### src/host_glue_pkg.sv
// Shared types for the CoCo3 tape and reset glue; one clk_sys domain, BIT_CYCLES is shortened for simulation
`default_nettype none

package host_glue_pkg;

	// ==============================
	// Vector types
	// ==============================

	// Byte address inside the tape buffer
	typedef logic [15:0] tape_addr_t;
	typedef logic [7:0]  tape_byte_t;
	// Host download address, only the low 16 bits reach the buffer
	typedef logic [24:0] load_addr_t;
	typedef logic [7:0]  load_index_t;
	typedef logic [15:0] audio_sample_t;
	// Multi-Pak slot and memory size menu codes
	typedef logic [1:0]  slot_sel_t;
	typedef logic [2:0]  mem_size_t;

	// ==============================
	// Tape constants
	// ==============================

	localparam int TAPE_DEPTH      = 65536;
	// Download index of a cassette image
	localparam int TAPE_LOAD_INDEX = 2;
	// Clocks per tape bit, far shorter than the real Q clock
	localparam int BIT_CYCLES      = 8;
	// Audio bit flipped by the tape monitor
	localparam int MONITOR_BIT     = 13;
	// Edges from sampled rd_req to rd_ack
	localparam int BUF_READ_CYCLES = 2;

	// Derived counter widths
	localparam int BIT_CYC_W = $clog2(BIT_CYCLES);
	localparam int RD_CNT_W  = $clog2(BUF_READ_CYCLES) + 1;

	// ==============================
	// State machines
	// ==============================

	// Shift_next means a prefetched byte waits behind the current one
	typedef enum logic [1:0] {PL_IDLE, PL_FETCH, PL_SHIFT, PL_SHIFT_NEXT} player_state_t;

	// Cold boot four-phase handshake toward the core
	typedef enum logic [1:0] {CB_QUIET, CB_REQ, CB_WAIT_ACK_LOW} cold_state_t;

endpackage

`default_nettype wire

### src/cassette_player.sv
// Cassette player; plays only while motor is high, MSB first, a rewind aborts any read in flight
`timescale 1ns/1ps
`default_nettype none

module cassette_player
(
	input  logic                          clk_sys,
	input  logic                          arst_n,
	// Core relay and menu controls
	input  logic                          motor,
	input  logic                          tape_rewind,
	input  logic                          tape_loaded,
	input  logic                          tape_monitor,
	input  host_glue_pkg::audio_sample_t  core_audio,
	// Buffer read port
	input  logic                          rd_ack,
	input  host_glue_pkg::tape_byte_t     rd_data,
	output logic                          rd_req,
	output host_glue_pkg::tape_addr_t     rd_addr,
	// Toward the core
	output logic                          tape_bit,
	output host_glue_pkg::audio_sample_t  audio_out
);
	import host_glue_pkg::*;

	player_state_t        state;
	tape_byte_t           cur_byte;
	tape_byte_t           next_byte;
	logic [2:0]           bit_cnt;
	logic [BIT_CYC_W-1:0] cyc_cnt;

	logic shifting;
	logic fetch_done;
	logic last_cyc;
	logic byte_end;
	logic bit_step;
	logic load_first;
	logic bypass;
	logic from_next;
	logic take_next;

	// ==============================
	// Decode
	// ==============================
	assign shifting   = (state == PL_SHIFT) || (state == PL_SHIFT_NEXT);
	assign fetch_done = rd_req && rd_ack;
	assign last_cyc   = (cyc_cnt == BIT_CYC_W'(BIT_CYCLES - 1));
	assign byte_end   = shifting && last_cyc && (bit_cnt == 3'd7);
	assign bit_step   = shifting && last_cyc && !byte_end;
	// First byte after idle or after a gap
	assign load_first = (state == PL_FETCH) && fetch_done && motor;
	// Prefetch landed exactly on the byte boundary
	assign bypass     = (state == PL_SHIFT) && byte_end && fetch_done && motor;
	assign from_next  = (state == PL_SHIFT_NEXT) && byte_end && motor;
	assign take_next  = (state == PL_SHIFT) && fetch_done && !byte_end;

	// Bit goes out only while a byte is shifting
	assign tape_bit = shifting && cur_byte[7];

	// Monitor mix into left audio
	always_comb
	begin
		audio_out = core_audio;
		audio_out[MONITOR_BIT] = core_audio[MONITOR_BIT] ^ (tape_monitor && tape_bit);
	end

	// Byte registers
	always_ff @(posedge clk_sys)
	begin
		if (load_first || bypass)
			cur_byte <= rd_data;
		else if (from_next)
			cur_byte <= next_byte;
		else if (bit_step)
			cur_byte <= {cur_byte[6:0], 1'b0};
		if (take_next)
			next_byte <= rd_data;
	end

	// ==============================
	// Player FSM
	// ==============================
	always_ff @(posedge clk_sys or negedge arst_n)
	begin
		if (!arst_n)
		begin
			state   <= PL_IDLE;
			rd_req  <= 1'b0;
			rd_addr <= '0;
			bit_cnt <= '0;
			cyc_cnt <= '0;
		end
		else if (tape_rewind || tape_loaded)
		begin
			// Back to the start of the image, data dropped
			state   <= PL_IDLE;
			rd_req  <= 1'b0;
			rd_addr <= '0;
			bit_cnt <= '0;
			cyc_cnt <= '0;
		end
		else
		begin
			if (fetch_done)
			begin
				rd_req  <= 1'b0;
				rd_addr <= rd_addr + 1'b1;
			end
			// Bit timing
			if (shifting)
				cyc_cnt <= last_cyc ? '0 : cyc_cnt + 1'b1;
			if (bit_step)
				bit_cnt <= bit_cnt + 1'b1;

			unique case (state)
				PL_IDLE:
					// Wait until the last ack is gone
					if (motor && !rd_ack)
					begin
						rd_req <= 1'b1;
						state  <= PL_FETCH;
					end
				PL_FETCH:
					if (fetch_done)
					begin
						if (motor)
						begin
							state   <= PL_SHIFT;
							bit_cnt <= '0;
							cyc_cnt <= '0;
						end
						else
						begin
							// Motor gone, byte stays unplayed
							state   <= PL_IDLE;
							rd_addr <= rd_addr;
						end
					end
				PL_SHIFT:
					if (byte_end)
					begin
						bit_cnt <= '0;
						if (fetch_done && !motor)
						begin
							state   <= PL_IDLE;
							rd_addr <= rd_addr;
						end
						else if (!fetch_done)
							// Prefetch still stalled or never issued
							state <= rd_req ? PL_FETCH : PL_IDLE;
					end
					else if (fetch_done)
						state <= PL_SHIFT_NEXT;
					else if (motor && !rd_req && !rd_ack)
						rd_req <= 1'b1;
				PL_SHIFT_NEXT:
					if (byte_end)
					begin
						bit_cnt <= '0;
						if (motor)
							state <= PL_SHIFT;
						else
						begin
							// Prefetched byte dropped, point back at it
							state   <= PL_IDLE;
							rd_addr <= rd_addr - 1'b1;
						end
					end
			endcase
		end
	end

	// New request only once the previous ack has dropped
	a_req_after_ack: assert property (@(posedge clk_sys) disable iff (!arst_n)
		$rose(rd_req) |-> !rd_ack)
		else $error("rd_req rose while rd_ack was high");

endmodule

`default_nettype wire

### config.mk
export PLATFORM = sky130hd
export DESIGN_NAME = cassette_player
export DESIGN_NICKNAME = d
export VERILOG_FILES = /design/src/host_glue_pkg.sv /design/src/cassette_player.sv
export SDC_FILE = /design/constraint.sdc
export NUM_CORES = 1
export LEC_CHECK = 0
export BUFFER_PORTS_ARGS = -buffer_cell sky130_fd_sc_hd__buf_2
export CAP_MARGIN = 20
export CELL_PAD_IN_SITES_DETAIL_PLACEMENT = 2
export CELL_PAD_IN_SITES_GLOBAL_PLACEMENT = 2
export CORE_MARGIN = 3
export CORE_UTILIZATION = 32
export DETAILED_ROUTE_END_ITERATION = 16
export PLACE_DENSITY_LB_ADDON = 0.1
export SLEW_MARGIN = 5
export SYNTH_ARGS = -nofsm -noshare
export SYNTH_HDL_FRONTEND = slang
export SYNTH_SLANG_ARGS = --single-unit
### constraint.sdc
create_clock -name clk_sys -period 2.7 [get_ports clk_sys]
set_input_delay 0.405 -clock clk_sys [delete_from_list [all_inputs] [get_ports clk_sys]]
set_output_delay 0.405 -clock clk_sys [all_outputs]
set_load 0.01 [all_outputs]
==> results.json <==
{
  "wl_per_cell_um": 19.62,
  "die_x_um": 93.92,
  "gp_congestion": 0.7378,
  "start_util": 0.3357,
  "synth_area_per_cell_um2": 9.625,
  "fin_crit_sh": 0.9211,
  "pwr-share-clk": 0.470,
  "p_comb_frac": 0.037,
  "post_cts_resize_count": 0,
  "clockBufferDepth": 2,
  "fmaxAchievable_mhz": 402.1,
  "clk_pin_slew_ns": 0.09,
  "fin_nets": 313,
  "core_um2": 7370,
  "yosys_warnings": 0,
  "worstHoldPathType": "in2async",
  "cp_max_fo": 9,
  "p_per_area_nw_per_um2": 474.5,
  "post_cts_buffers": 0,
  "rsz0062_at_grt": "no",
  "final-hold-violation-count": 0,
  "power.net_switching_uw": 282.5,
  "synth_ff_type": "dfrtp_1",
  "p_sw_frac": 0.2145,
  "grt_max_degree": 26,
  "cp.arrival_ns": 2.46,
  "boundaryPins": 65,
  "fillers": 848,
  "cts_tree": "done",
  "drive_gt1_frac": 0.1949,
  "syn-num-nets": 294,
  "antenna_found_initial": 0,
  "cap_violations": 0,
  "relSlewSlack": 0.5891,
  "yosysTopAreaCellShare": 0.2529,
  "final_cell_area_um2": 2775,
  "ys_seq_elements": 41,
  "clock_latency_ns": 0.30,
  "skew_ns": 0.005577,
  "cts_sinks": 41,
  "hold_buffers": 0,
  "critical_path_class": "reg2reg",
  "syn-cell-area_um2": 2474,
  "wl_mm": 7.376,
  "grt_pass1_wl_mm": 12.08,
  "ctsHtreeMaxLevel": 2,
  "intPower_mw": 1.034,
  "firstDrtPassIters": 4,
  "vias": 2099,
  "die_area_um2": 8821,
  "root_buffer": "clkbuf_8",
  "die_y_um": 93.92,
  "seq_area_frac_synth": 0.4471,
  "vdd_drop_max_v": 0.0002721,
  "finalSetupViolCount": 0,
  "status": "finished, final reports clean",
  "finalSetupTns_ns": 0,
  "synthTopCellsByCount": "dfrtp_1, nand2_1, nor2_1, edfxtp_1, buf_4",
  "maxSlewViolCount": 0,
  "hpwlAfterDp_mm": 5.357,
  "viasPerCell": 5.582,
  "io_buffer_count": 34,
  "row_count": 31,
  "ant_nets": 0,
  "critPathLaunchType": "flop",
  "p_leak_nw": 1.077,
  "first_global_vias": 2252,
  "place_area_um2": 2638,
  "endpoint_kind": "flop",
  "cp.required_ns": 2.67,
  "n_antenna_cell": 0,
  "synthArstFlopShare": 0.6098,
  "overflow": 0,
  "area_delta_synth_final_pct": 12.19,
  "yosysUniqueCellTypes": 47,
  "cts_buffers": 5,
  "power_frac_seq": 0.493,
  "synth_edf_count": 16,
  "syn_inst": 257,
  "synthTopCellsByArea": "dfrtp_1, edfxtp_1, buf_4",
  "worst_slew_pin_slew_ns": 0.6163,
  "fin_crit_ns": 2.487,
  "drt-initial-drc-count": 54,
  "synth_top_area_cell": "dfrtp_1",
  "drc_errors": 0,
  "grt_usage": 0.1767
}
-- power groups by stage --
stage	sequential [mW]	clock [mW]	combinational [mW]
finish	0.649	0.619	0.0488
detailed placement	0.662	0	0.0505
global route	0.649	0.665	0.0553
global placement	0.662	0	0.0493
CTS	0.649	0.638	0.0505
floorplan	0.660	0	0.0425
-- through the flow --
| step | util | worst slack (ns) | cells | hold WS (ns) | power, mW |
|---|---|---|---|---|---|
| floorplan | - | 0.3636 | 257 | 0.1094 | 0.7030 |
| global placement | 0.3579 | 0.3052 | 368 | 0.4583 | 0.7110 |
| detailed placement | 0.3579 | 0.2008 | 368 | 0.4617 | 0.7122 |
| CTS | 0.3766 | 0.1624 | 376 | 0.1227 | 1.337 |
| global route | 0.3766 | 0.02320 | 376 | 0.1438 | 1.369 |
| finish | 0.3766 | 0.2132 | 376 | 0.1083 | 1.317 |
-- worst max-delay path: stages, from the launching register on --
cell     delay, ns
dfrtp_1       0.38
ha_1          0.15
ha_1          0.30
and3_1        0.39
and3_1        0.52
or3_1         0.41
-- cells by family (layout without fill, tap and decap cells) --
logic type                 Yosys count  after routing  synth area share
xor gates and xnor gates             4              4           0.01417
and+or+nand+nor                    101            101            0.2246
DFF                                 41             41            0.4471
buffers and inverters               35             55           0.08144
adders and majority gates            6              6           0.03035
muxes                               10             10           0.04047
AOI/OAI and AO/OA                   60             60            0.1619
-- routing by layer --
metal / global-route usage / up-vias / share of wire
li1: - / 985 / -
met1: 0.2165 / 1062 / 0.45
met2: 0.3158 / 38 / 0.50
met3: 0.02885 / 14 / 0.029
met4: 0.05295 / 0 / 0.020
met5: 0 / - / 0
-- registers in the layout (all words and copies together) (netlist names) --
register	flops
bit_cnt	3
cyc_cnt	3
next_byte	8
rd_addr	16
rd_req	1
cur_byte	8
state	2
-- worst paths after layout --
| kind | cells after the start | slack (ns) | start | to |
|---|---|---|---|---|
| worst max-delay path | 5 | 0.21 | bit_cnt[0] | cur_byte[1] |
| worst min-delay path | 1 | 0.11 | arst_n | rd_addr[14] |
| worst max register to register | 5 | 0.21 | bit_cnt[0] | cur_byte[1] |
| worst min register to register | 2 | 0.53 | bit_cnt[2] | bit_cnt[2] |
| max in group asynchronous | 1 | 2.19 | arst_n | cyc_cnt[1] |
| min in group clk_sys | 1 | 0.29 | rd_data[5] | next_byte[5] |
-- layout make-up --
cell class / count / area (µm²) / share of cell area
clock buffers: 5 / 68.82 / 0.02480
well taps: 99 / 123.9 / 0.04463
inverters: 7 / 26.28 / 0.009468
clock inverters: 3 / 68.82 / 0.02480
flip-flops and latches: 41 / 1106 / 0.3986
repair buffers: 40 / 215.2 / 0.07755
multi-input cells: 181 / 1166 / 0.4202
-- cell usage in the layout, fill, tap and decap left out, types with 9 or more instances in the layout --
cell type	netlist	layout
buf_2	5	34
nand2_1	25	25
dfrtp_1	25	25
nor2_1	18	18
edfxtp_1	16	16
a21oi_1	12	12
mux2i_1	10	10
nor3_1	9	9
or4_1	9	9
(Power assumes the default switching activity.)
