## src/host_glue_pkg.sv

```systemverilog
// Shared types for the CoCo3 tape and reset glue; one clk_sys domain, BIT_CYCLES is shortened for simulation
`default_nettype none

package host_glue_pkg;

	// ==============================
	// Vector types
	// ==============================

	// Byte address inside the tape buffer
	typedef logic [15:0] tape_addr_t;
	typedef logic [7:0]  tape_byte_t;
	// Host download address, only the low 16 bits reach the buffer
	typedef logic [24:0] load_addr_t;
	typedef logic [7:0]  load_index_t;
	typedef logic [15:0] audio_sample_t;
	// Multi-Pak slot and memory size menu codes
	typedef logic [1:0]  slot_sel_t;
	typedef logic [2:0]  mem_size_t;

	// ==============================
	// Tape constants
	// ==============================

	localparam int TAPE_DEPTH      = 65536;
	// Download index of a cassette image
	localparam int TAPE_LOAD_INDEX = 2;
	// Clocks per tape bit, far shorter than the real Q clock
	localparam int BIT_CYCLES      = 8;
	// Audio bit flipped by the tape monitor
	localparam int MONITOR_BIT     = 13;
	// Edges from sampled rd_req to rd_ack
	localparam int BUF_READ_CYCLES = 2;

	// Derived counter widths
	localparam int BIT_CYC_W = $clog2(BIT_CYCLES);
	localparam int RD_CNT_W  = $clog2(BUF_READ_CYCLES) + 1;

	// ==============================
	// State machines
	// ==============================

	// Shift_next means a prefetched byte waits behind the current one
	typedef enum logic [1:0] {PL_IDLE, PL_FETCH, PL_SHIFT, PL_SHIFT_NEXT} player_state_t;

	// Cold boot four-phase handshake toward the core
	typedef enum logic [1:0] {CB_QUIET, CB_REQ, CB_WAIT_ACK_LOW} cold_state_t;

endpackage

`default_nettype wire

```

## src/machine_reset_ctrl.sv

```systemverilog
// Core reset and cold boot control; the first slot or memory change after reset is ignored
`timescale 1ns/1ps
`default_nettype none

module machine_reset_ctrl
(
	input  logic                       clk_sys,
	input  logic                       arst_n,
	// Reset sources
	input  logic                       menu_reset,
	input  logic                       user_button,
	input  logic                       cold_boot_menu,
	// Menu configuration
	input  host_glue_pkg::slot_sel_t   slot_sel,
	input  host_glue_pkg::mem_size_t   mem_size,
	// Core handshake
	input  logic                       cold_ack,
	output logic                       core_reset_n,
	output logic                       cold_req
);
	import host_glue_pkg::*;

	slot_sel_t   slot_d;
	mem_size_t   mem_d;
	logic        slot_seen;
	logic        mem_seen;
	logic        slot_evt;
	logic        mem_evt;
	logic        menu_evt;
	cold_state_t cold_state;

	// Reset combiner
	always_ff @(posedge clk_sys or negedge arst_n)
	begin
		if (!arst_n)
			core_reset_n <= 1'b0;
		else
			core_reset_n <= !(menu_reset || user_button);
	end

	// ==============================
	// Configuration change watcher
	// ==============================
	always_ff @(posedge clk_sys or negedge arst_n)
	begin
		if (!arst_n)
		begin
			slot_d    <= '0;
			mem_d     <= '0;
			slot_seen <= 1'b0;
			mem_seen  <= 1'b0;
			slot_evt  <= 1'b0;
			mem_evt   <= 1'b0;
			menu_evt  <= 1'b0;
		end
		else
		begin
			slot_d   <= slot_sel;
			mem_d    <= mem_size;
			slot_evt <= 1'b0;
			mem_evt  <= 1'b0;
			menu_evt <= cold_boot_menu;
			// First change only arms the watcher
			if (slot_sel != slot_d)
			begin
				if (!slot_seen)
					slot_seen <= 1'b1;
				else
					slot_evt <= 1'b1;
			end
			if (mem_size != mem_d)
			begin
				if (!mem_seen)
					mem_seen <= 1'b1;
				else
					mem_evt <= 1'b1;
			end
		end
	end

	// Cold boot handshake, events during a run merge into it
	always_ff @(posedge clk_sys or negedge arst_n)
	begin
		if (!arst_n)
			cold_state <= CB_QUIET;
		else
		begin
			unique case (cold_state)
				CB_QUIET:
					if (slot_evt || mem_evt || menu_evt)
						cold_state <= CB_REQ;
				CB_REQ:
					if (cold_ack)
						cold_state <= CB_WAIT_ACK_LOW;
				CB_WAIT_ACK_LOW:
					if (!cold_ack)
						cold_state <= CB_QUIET;
				default:
					cold_state <= CB_QUIET;
			endcase
		end
	end

	assign cold_req = (cold_state == CB_REQ);

	// Ack has to rise during the request, a stale ack would end it at once
	a_ack_after_req: assert property (@(posedge clk_sys) disable iff (!arst_n)
		$rose(cold_req) |-> !cold_ack)
		else $error("cold_ack was already high when cold_req rose");

endmodule

`default_nettype wire

```

## config.mk

```make
export PLATFORM = sky130hd
export DESIGN_NAME = machine_reset_ctrl
export DESIGN_NICKNAME = d
export VERILOG_FILES = /design/src/host_glue_pkg.sv /design/src/machine_reset_ctrl.sv
export SDC_FILE = /design/constraint.sdc
export NUM_CORES = 1
export LEC_CHECK = 0
export BUFFER_PORTS_ARGS = -buffer_cell sky130_fd_sc_hd__buf_4
export CAP_MARGIN = 20
export CORE_AREA = 2 2 39 41
export DETAILED_ROUTE_END_ITERATION = 10
export DIE_AREA = 0 0 41 43
export GPL_TIMING_DRIVEN = 0
export PLACE_DENSITY = 0.57
export RECOVER_POWER = 25
export SYNTH_ARGS = -nofsm -noshare
export SYNTH_HDL_FRONTEND = slang
export SYNTH_SLANG_ARGS = --single-unit
```

## constraint.sdc

```tcl
create_clock -name clk_sys -period 0.9 [get_ports clk_sys]
set_input_delay 0.18 -clock clk_sys [delete_from_list [all_inputs] [get_ports clk_sys]]
set_output_delay 0.18 -clock clk_sys [all_outputs]
set_load 0.02 [all_outputs]
```

==> metrics list, run 1 <==
* Status: complete, but fails checks
- The checks that failed: setup timing.
- Dividing the detail-routed wire length by the instance count gives roughly 11 um.
- Pwr Total: ~1300 uW
- Antenna violations before repair: 0
* Initial DRC count: 1
* TritonCTS clock tree: done
* Number of clock buffers inserted by TritonCTS: 3
* Hold/Removal Path Class: in -> reg
* Post-layout net count: between 60 and 70
* Clk Latency, worst-skew pair: roughly 0.27 ns
- Clock tree synthesis selected as its root buffer the cell sky130_fd_sc_hd__clkbuf_4.
* Number of global-route vias before repair: between 200 and 300
- Count of final setup violators: 4
* Largest driver fanout on the critical path: 2
- Number of warnings issued by yosys: 0
- Setup repair after global routing could not meet its margin everywhere.
* Worst Setup Slack, final: -0.265 ns
- For this design the ratio of total power to cell area is 2090 nW/um2.
- Post-route clock skew: between 0.001 and 0.0015 ns
- Starting utilization of the core area: between 30% and 40%
* Count of TritonRoute iterations in the first routing pass: 2
- Post-CTS clock slew at the launch and capture registers of the worst setup and hold paths: around 0.07 ns
- Period utilization: 129%
- Worst slack at placement: -0.0287 ns
* GR Util All Layers: about a tenth
- The synthesized netlist occupies a cell area of 439 um2.
* Static leakage: 0.000267 uW
* Final count of pins violating max slew: 0
- Worst setup slack for register-to-register paths: -0.08 ns
- Maximum number of pins on one net before global-route repair: 14
* Synth unique cells: 13
* Detail Route Antenna Nets: 0
* Startpoint type of the worst setup path: flop
- Subtracting the final worst setup slack from the clock period gives between 1 and 1.5 ns.
* Post-detailed-route DRC marker count: 0
- Based on the critical path, the design can be clocked at up to 858 MHz.
- The first global-routing pass estimated ~1100 um of wire.
* Relative slew margins: 86.3%
- CP Class: reg -> out
* Wirelength, routed: just over 700 um
* Overall overflow remaining after global route: 0
* Final-layout worst hold slack: around 0.045 ns
- The die is 43 um tall.
* Sinks on Clock Net: 13
- The initialized floorplan defines 14 standard-cell rows.
- The synthesized design contains 13 register bits.
- In this run the horizontal extent of the chip is 41 um.
- The core region is around 1400 um2.
* DIE AREA: around 1800 um2
* DP Cell Count: between 50 and 60
- In the final layout, the share of cells above drive strength 1 is 31.4%.
- Of the synthesized area, sequential elements account for about three quarters.
* Final estimated routing congestion in global placement: ~0.67
- For this block, the via count after detailed routing is around 300.
- Slew at the pin with the worst max-slew slack: 0.205 ns
* Critical path data required time: 0.72 ns
* Slowest cell delay on critical path: ~0.38 ns
* Port-buffer cells: 12
- Dividing the synthesized area by the synthesized cell count gives roughly 15 um2.
* Worst IR drop on VDD: ~800 uV
* Max capacitance violation total: 0
- Filler Cells Inserted: roughly 140
* Synthesized net count: 40
- For this design, the slowest cell found on the critical path is sky130_fd_sc_hd__dfrtp_1.
- CTS built an H-tree with a depth of 1.
- The number of hold violations in the final report is 0.
- The finished layout holds 67 standard cells, fillers aside.
- The area growth from synthesis to layout is 41.6%.
- 13 I/O pins were placed.
- Average vias per placed instance: roughly 4.4
- The clock passes through at most 2 buffers.
- Worst Setup End Kind: primary output
- Combined buffer and inverter count along the critical path: 1
* Number of standard cells after synthesis: 29
* Antenna diode instance count: 0
- The signal on the critical path passes through and2b_2 -> buf_6.
* WP data arrival: around 0.99 ns
* Crit-path leading delay family: flip-flops
==> metrics by stage <==
| stage | setup TNS, ns | util (%) | instance area [um2] |
|---|---|---|---|
| floorplan | -0.00682 | - | 440 |
| global placement | -0.0111 | 39.8 | 551 |
| detailed placement | -0.0311 | 39.8 | 551 |
| CTS | -0.417 | 45.0 | 623 |
| global route | -0.580 | 44.9 | 622 |
| finish | -0.459 | 44.9 | 622 |
==> synthesized netlist by cell type <==
library cell	number	share of area, %
sky130_fd_sc_hd__a31oi_1	1	1.4
sky130_fd_sc_hd__nor2b_1	1	1.4
sky130_fd_sc_hd__nor4_1	1	1.4
sky130_fd_sc_hd__and2b_1	1	1.7
sky130_fd_sc_hd__xnor2_1	5	10
sky130_fd_sc_hd__a211oi_1	1	1.7
sky130_fd_sc_hd__a21boi_0	1	1.7
sky130_fd_sc_hd__dfrtp_1	13	74
sky130_fd_sc_hd__nand3b_1	1	1.7
sky130_fd_sc_hd__inv_1	1	0.85
sky130_fd_sc_hd__nor2_1	1	0.85
sky130_fd_sc_hd__o21a_1	1	1.7
sky130_fd_sc_hd__nand4_1	1	1.4
==> worst reg2reg max path, cell delays in order, from the launching register on <==
cell and delay, ns:
sky130_fd_sc_hd__dfrtp_1 0.38, sky130_fd_sc_hd__and2b_2 0.21, sky130_fd_sc_hd__buf_4 0.13, sky130_fd_sc_hd__o21a_1 0.16
==> cells in the final DEF (no fill, tap or decap) <==
| cell type | count |
|---|---|
| sky130_fd_sc_hd__buf_4 | 9 |
| sky130_fd_sc_hd__inv_1 | 1 |
| sky130_fd_sc_hd__a211oi_1 | 1 |
| sky130_fd_sc_hd__xnor2_1 | 5 |
| sky130_fd_sc_hd__and2b_2 | 1 |
| sky130_fd_sc_hd__clkbuf_1 | 6 |
| sky130_fd_sc_hd__buf_6 | 2 |
| sky130_fd_sc_hd__nand3b_1 | 1 |
| sky130_fd_sc_hd__dlygate4sd3_1 | 2 |
| sky130_fd_sc_hd__a31oi_1 | 1 |
| sky130_fd_sc_hd__clkbuf_4 | 3 |
| sky130_fd_sc_hd__nor2b_1 | 1 |
| sky130_fd_sc_hd__nand4_1 | 1 |
| sky130_fd_sc_hd__a21boi_0 | 1 |
| sky130_fd_sc_hd__nor4_2 | 1 |
| sky130_fd_sc_hd__dfrtp_1 | 13 |
| sky130_fd_sc_hd__o21a_1 | 1 |
| sky130_fd_sc_hd__nor2_1 | 1 |
==> path summary, 6_finish.rpt <==
path                               start       endpoint  cells past startpoint
max                        cold_state[0]       cold_req                      2
min                           menu_reset   core_reset_n                      2
max reg2reg                cold_state[0]  cold_state[1]                      3
min reg2reg                     mem_seen       mem_seen                      2
max in group asynchronous         arst_n       mem_d[2]                      2
min in group asynchronous         arst_n  cold_state[1]                      2
==> final cells by class <==
cell class | instances | area (um2) | share of cell area [%]
inverters | 1 | 3.75 | 0.604
clock buffers | 4 | 26.3 | 4.23
flip-flops and latches | 13 | 325 | 52.3
well taps | 16 | 20.0 | 3.22
multi-input cells | 15 | 118 | 18.9
repair buffers | 18 | 129 | 20.7
==> where the power goes <==
part	switching, uW	internal, uW
clock	171	171
combinational	119	181
sequential	22.9	634
==> cells by family (layout without fill, tap and decap cells) <==
family	count (synthesis)	count (layout)	share of synthesized area [%]
XOR/XNOR	5	5	9.97
buffers and inverters	1	23	0.854
flip-flops	13	13	74.1
AO/OA/AOI/OAI	4	4	6.56
AND/OR/NAND/NOR	6	6	8.55
==> flip-flops by register name, summed over array words and instances (netlist names) <==
name / cells
menu_evt: 1
mem_seen: 1
cold_state: 2
slot_d: 2
slot_seen: 1
slot_evt: 1
mem_evt: 1
core_reset_n: 1
mem_d: 3
==> repair_timing <==
item | CTS | global route
hold buffers | 1 | 1
gates resized for setup | 3 | 0
gates cloned | 0 | 0
setup endpoints to repair | 3 | 3
hold endpoints to repair | 13 | 1
setup buffers | 3 | 1
pin swaps | 2 | 0
==> per-layer routing <==
layer / share of wire [%] / global-route usage [%] / vias to the layer above
li1: - / - / 143
met1: 37 / 10.0 / 144
met5: 0 / 0 / -
met3: 5.2 / 4.71 / 2
met4: 0.55 / 8.00 / 0
met2: 57 / 16.3 / 7
(Power assumes the default switching activity.)
==> run 2: changes to the inputs <==
Settings changed: BUFFER_PORTS_ARGS -buffer_cell sky130_fd_sc_hd__buf_4 to default, DONT_BUFFER_PORTS from default to 1, PLACE_DENSITY 0.57 to 0.49.
==> metrics list, run 2 (synthesized netlist as in run 1, its figures left out) <==
- The run finished, with violations left.
- Violated checks: setup timing
* Maximum clock path buffer count: 2 (unchanged)
- Period utilization: 124% (-5.8 points)
* Relative slew margins: 62.8% (-23 points)
- Post-route clock skew: 0.00617 ns (+0.00510 ns)
- The critical path goes through and2b_2.
- DIE AREA: 1760 um2 (unchanged)
- The effective utilization at floorplan is 31.7% (unchanged).
- The detailed router's first-iteration violation count is 0 (-1).
* Overall overflow remaining after global route: 0 (unchanged)
* Wirelength, routed: 778 um (+7.0%)
* Cell Count, Final, Fillers Out: 61 (-9.0%)
- Die outline width: 41 um (unchanged)
- The via count of the first global-routing pass came to 352 (+22%).
* Critical path data required time: 0.72 ns (about the same)
* Port-buffer cells: 0 (-12)
- The total leakage power was 0.000272 uW (+1.7%).
- The worst setup path is launched from a flop.
- Antenna violations before repair: 0 (unchanged)
* Average vias per placed instance: 4.64 (+5.0%)
- The actual transition at the worst max-transition pin was 0.557 ns (+0.352 ns).
- The final count of pins violating max slew was 0 (unchanged).
- The critical-path maximum fanout came to 2 (unchanged).
- The net count of the finished layout came to 57 (-9.5%).
- The largest net degree at the start of global routing was 14 (unchanged).
* Std cell rows: 14 (unchanged)
- Final estimated routing congestion in global placement: 0.570 (-15%)
* Number of primary I/O pins: 13 (unchanged)
- The total power divided by cell area was 1930 nW/um2 (-7.6%).
- Slowest cell delay on critical path: 0.38 ns (about the same)
* Chip Height: 43 um (unchanged)
- The worst setup path is captured at a primary output.
- Max capacitance violation total: 0 (unchanged)
- The placeable core region is 1380 um2 (unchanged).
* TritonCTS clock tree: done
* Largest registers: mem_d x3, cold_state x2, slot_d x2
- The routed wire length per instance was 12.8 um (+18%).
- The utilization after layout came to 46.7% (+1.8 points).
- First-pass GRT wire length: 1300 um (+15%)
- Post-CTS clock slew at the launch and capture registers of the worst setup and hold paths: 0.08 ns (about the same)
- The global-route usage over all layers came to 12.2% (+1.7 points).
- Top register by number of flip-flops: mem_d
- WP data arrival: 0.93 ns (-0.06 ns)
* Detail Route Antenna Nets: 0 (unchanged)
- The worst voltage drop across the vdd grid was 626 uV (-22%).
- The flip-flop count of the largest register after layout came to 3 (unchanged).
- The final setup TNS is -0.242 ns (+0.217 ns).
- The remaining routing DRC violations came to 0 (unchanged).
- Worst slack at placement: -0.0414 ns (-0.0127 ns)
- CP Class: reg -> out
* Root Buffer Master: sky130_fd_sc_hd__clkbuf_4
- The length of the first detailed-routing pass in iterations is 1 (-1).
- Fraction of final layout cells sized beyond drive strength 1: 28.9% (-2.5 points)
- Number of clock buffers inserted by TritonCTS: 3 (unchanged)
- The placed instance count is 45 (-21%).
* Worst Setup Slack, final: -0.213 ns (+0.0523 ns)
* Crit-path leading delay family: flip-flops
- The number of hold violations in the final report came to 0 (unchanged).
* Final critical-path required period: 1.11 ns (-0.0523 ns)
- The routed via count came to 283 (-4.4%).
- Hold/Removal Path Class: in -> reg
* Most common cell after layout, fill and taps aside: sky130_fd_sc_hd__dfrtp_1
- The clock insertion delay at the later pin of the skew report came to 0.27 ns (about the same).
* Timing-limited maximum frequency: 898 MHz (+4.7%)
* Antenna diode instance count: 0 (unchanged)
- Combined buffer and inverter count along the critical path: 0 (-1)
- Slowest stage cell, crit path: sky130_fd_sc_hd__dfrtp_1
* Sinks on Clock Net: 13 (unchanged)
* Level count of the clock H-tree: 1 (unchanged)
- Commonest cells after routing, fill and taps aside: 12 x sky130_fd_sc_hd__dfrtp_1, 10 x sky130_fd_sc_hd__dlygate4sd3_1, 3 x sky130_fd_sc_hd__xnor2_2, 3 x sky130_fd_sc_hd__clkbuf_4
- Count of final setup violators: 3 (-1)
- Setup repair after global routing missed its margin: true
* Layout overhead on the synthesized area: 47.3%
==> run 2: cell count changes in the layout (fill, tap and decap cells not counted), moves of 2 or more <==
cell	previous run	this run
sky130_fd_sc_hd__xnor2_1	5	2
sky130_fd_sc_hd__xnor2_2	0	3
sky130_fd_sc_hd__buf_6	2	0
sky130_fd_sc_hd__dlygate4sd3_1	2	10
sky130_fd_sc_hd__clkbuf_1	6	0
sky130_fd_sc_hd__buf_4	9	2
==> run 2: stage by stage <==
step	hold slack (ns)	power, uW	area (um2)
2_1_floorplan	-0.116	770	440
3_3_place_gp	-0.115	779	460
3_5_place_dp	-0.115	789	460
4_1_cts	0.0642	1250	611
5_1_grt	0.0541	1340	647
6_report	0.0632	1250	647
==> run 2: layer usage <==
metal / GRT usage, % / share of wire (%) / up-vias
met5: 0 / 0 / -
met4: 10.0 / 0 / 0
met1: 10.4 / 34 / 143
met2: 18.4 / 59 / 10
met3: 7.85 / 7.3 / 0
li1: - / - / 130
==> run 2: what timing repair did <==
item | CTS | global route
gates resized for setup | 2 | 5
endpoints found under the setup margin | 4 | 6
hold endpoints to repair | 22 | 0
hold buffers | 10 | 0
buffers inserted | 2 | 0
pin swaps | 3 | 0
==> run 2: final cells by class <==
cell class                 instances  area, um2
clock buffer                       3       22.5
clock inverter                     1       5.00
fill                             133        737
inverter                           1       3.75
multi-input combinational         15        154
sequential                        13        327
tap                               16       20.0
timing repair buffer              12        115
==> run 2: power by group <==
| part | switching (uW) | internal, uW | leakage [uW] | total (uW) |
|---|---|---|---|---|
| sequential | 32.0 | 634 | 0.000143 | 666 |
| combinational | 102 | 128 | 0.000111 | 230 |
| clock | 187 | 165 | 0.0000177 | 352 |
==> run 2: final timing paths <==
| path | depth (start not counted) | startpoint | slack, ns | endpoint |
|---|---|---|---|---|
| setup / recovery | 1 | cold_state[1] | -0.21 | cold_req |
| hold / removal | 2 | mem_size[1] | 0.06 | mem_seen |
| setup reg to reg | 2 | cold_state[0] | -0.02 | cold_state[1] |
| hold reg to reg | 2 | mem_seen | 0.47 | mem_seen |
| max in group asynchronous | 1 | arst_n | 0.18 | core_reset_n |
| min in group asynchronous | 1 | arst_n | 0.33 | cold_state[0] |
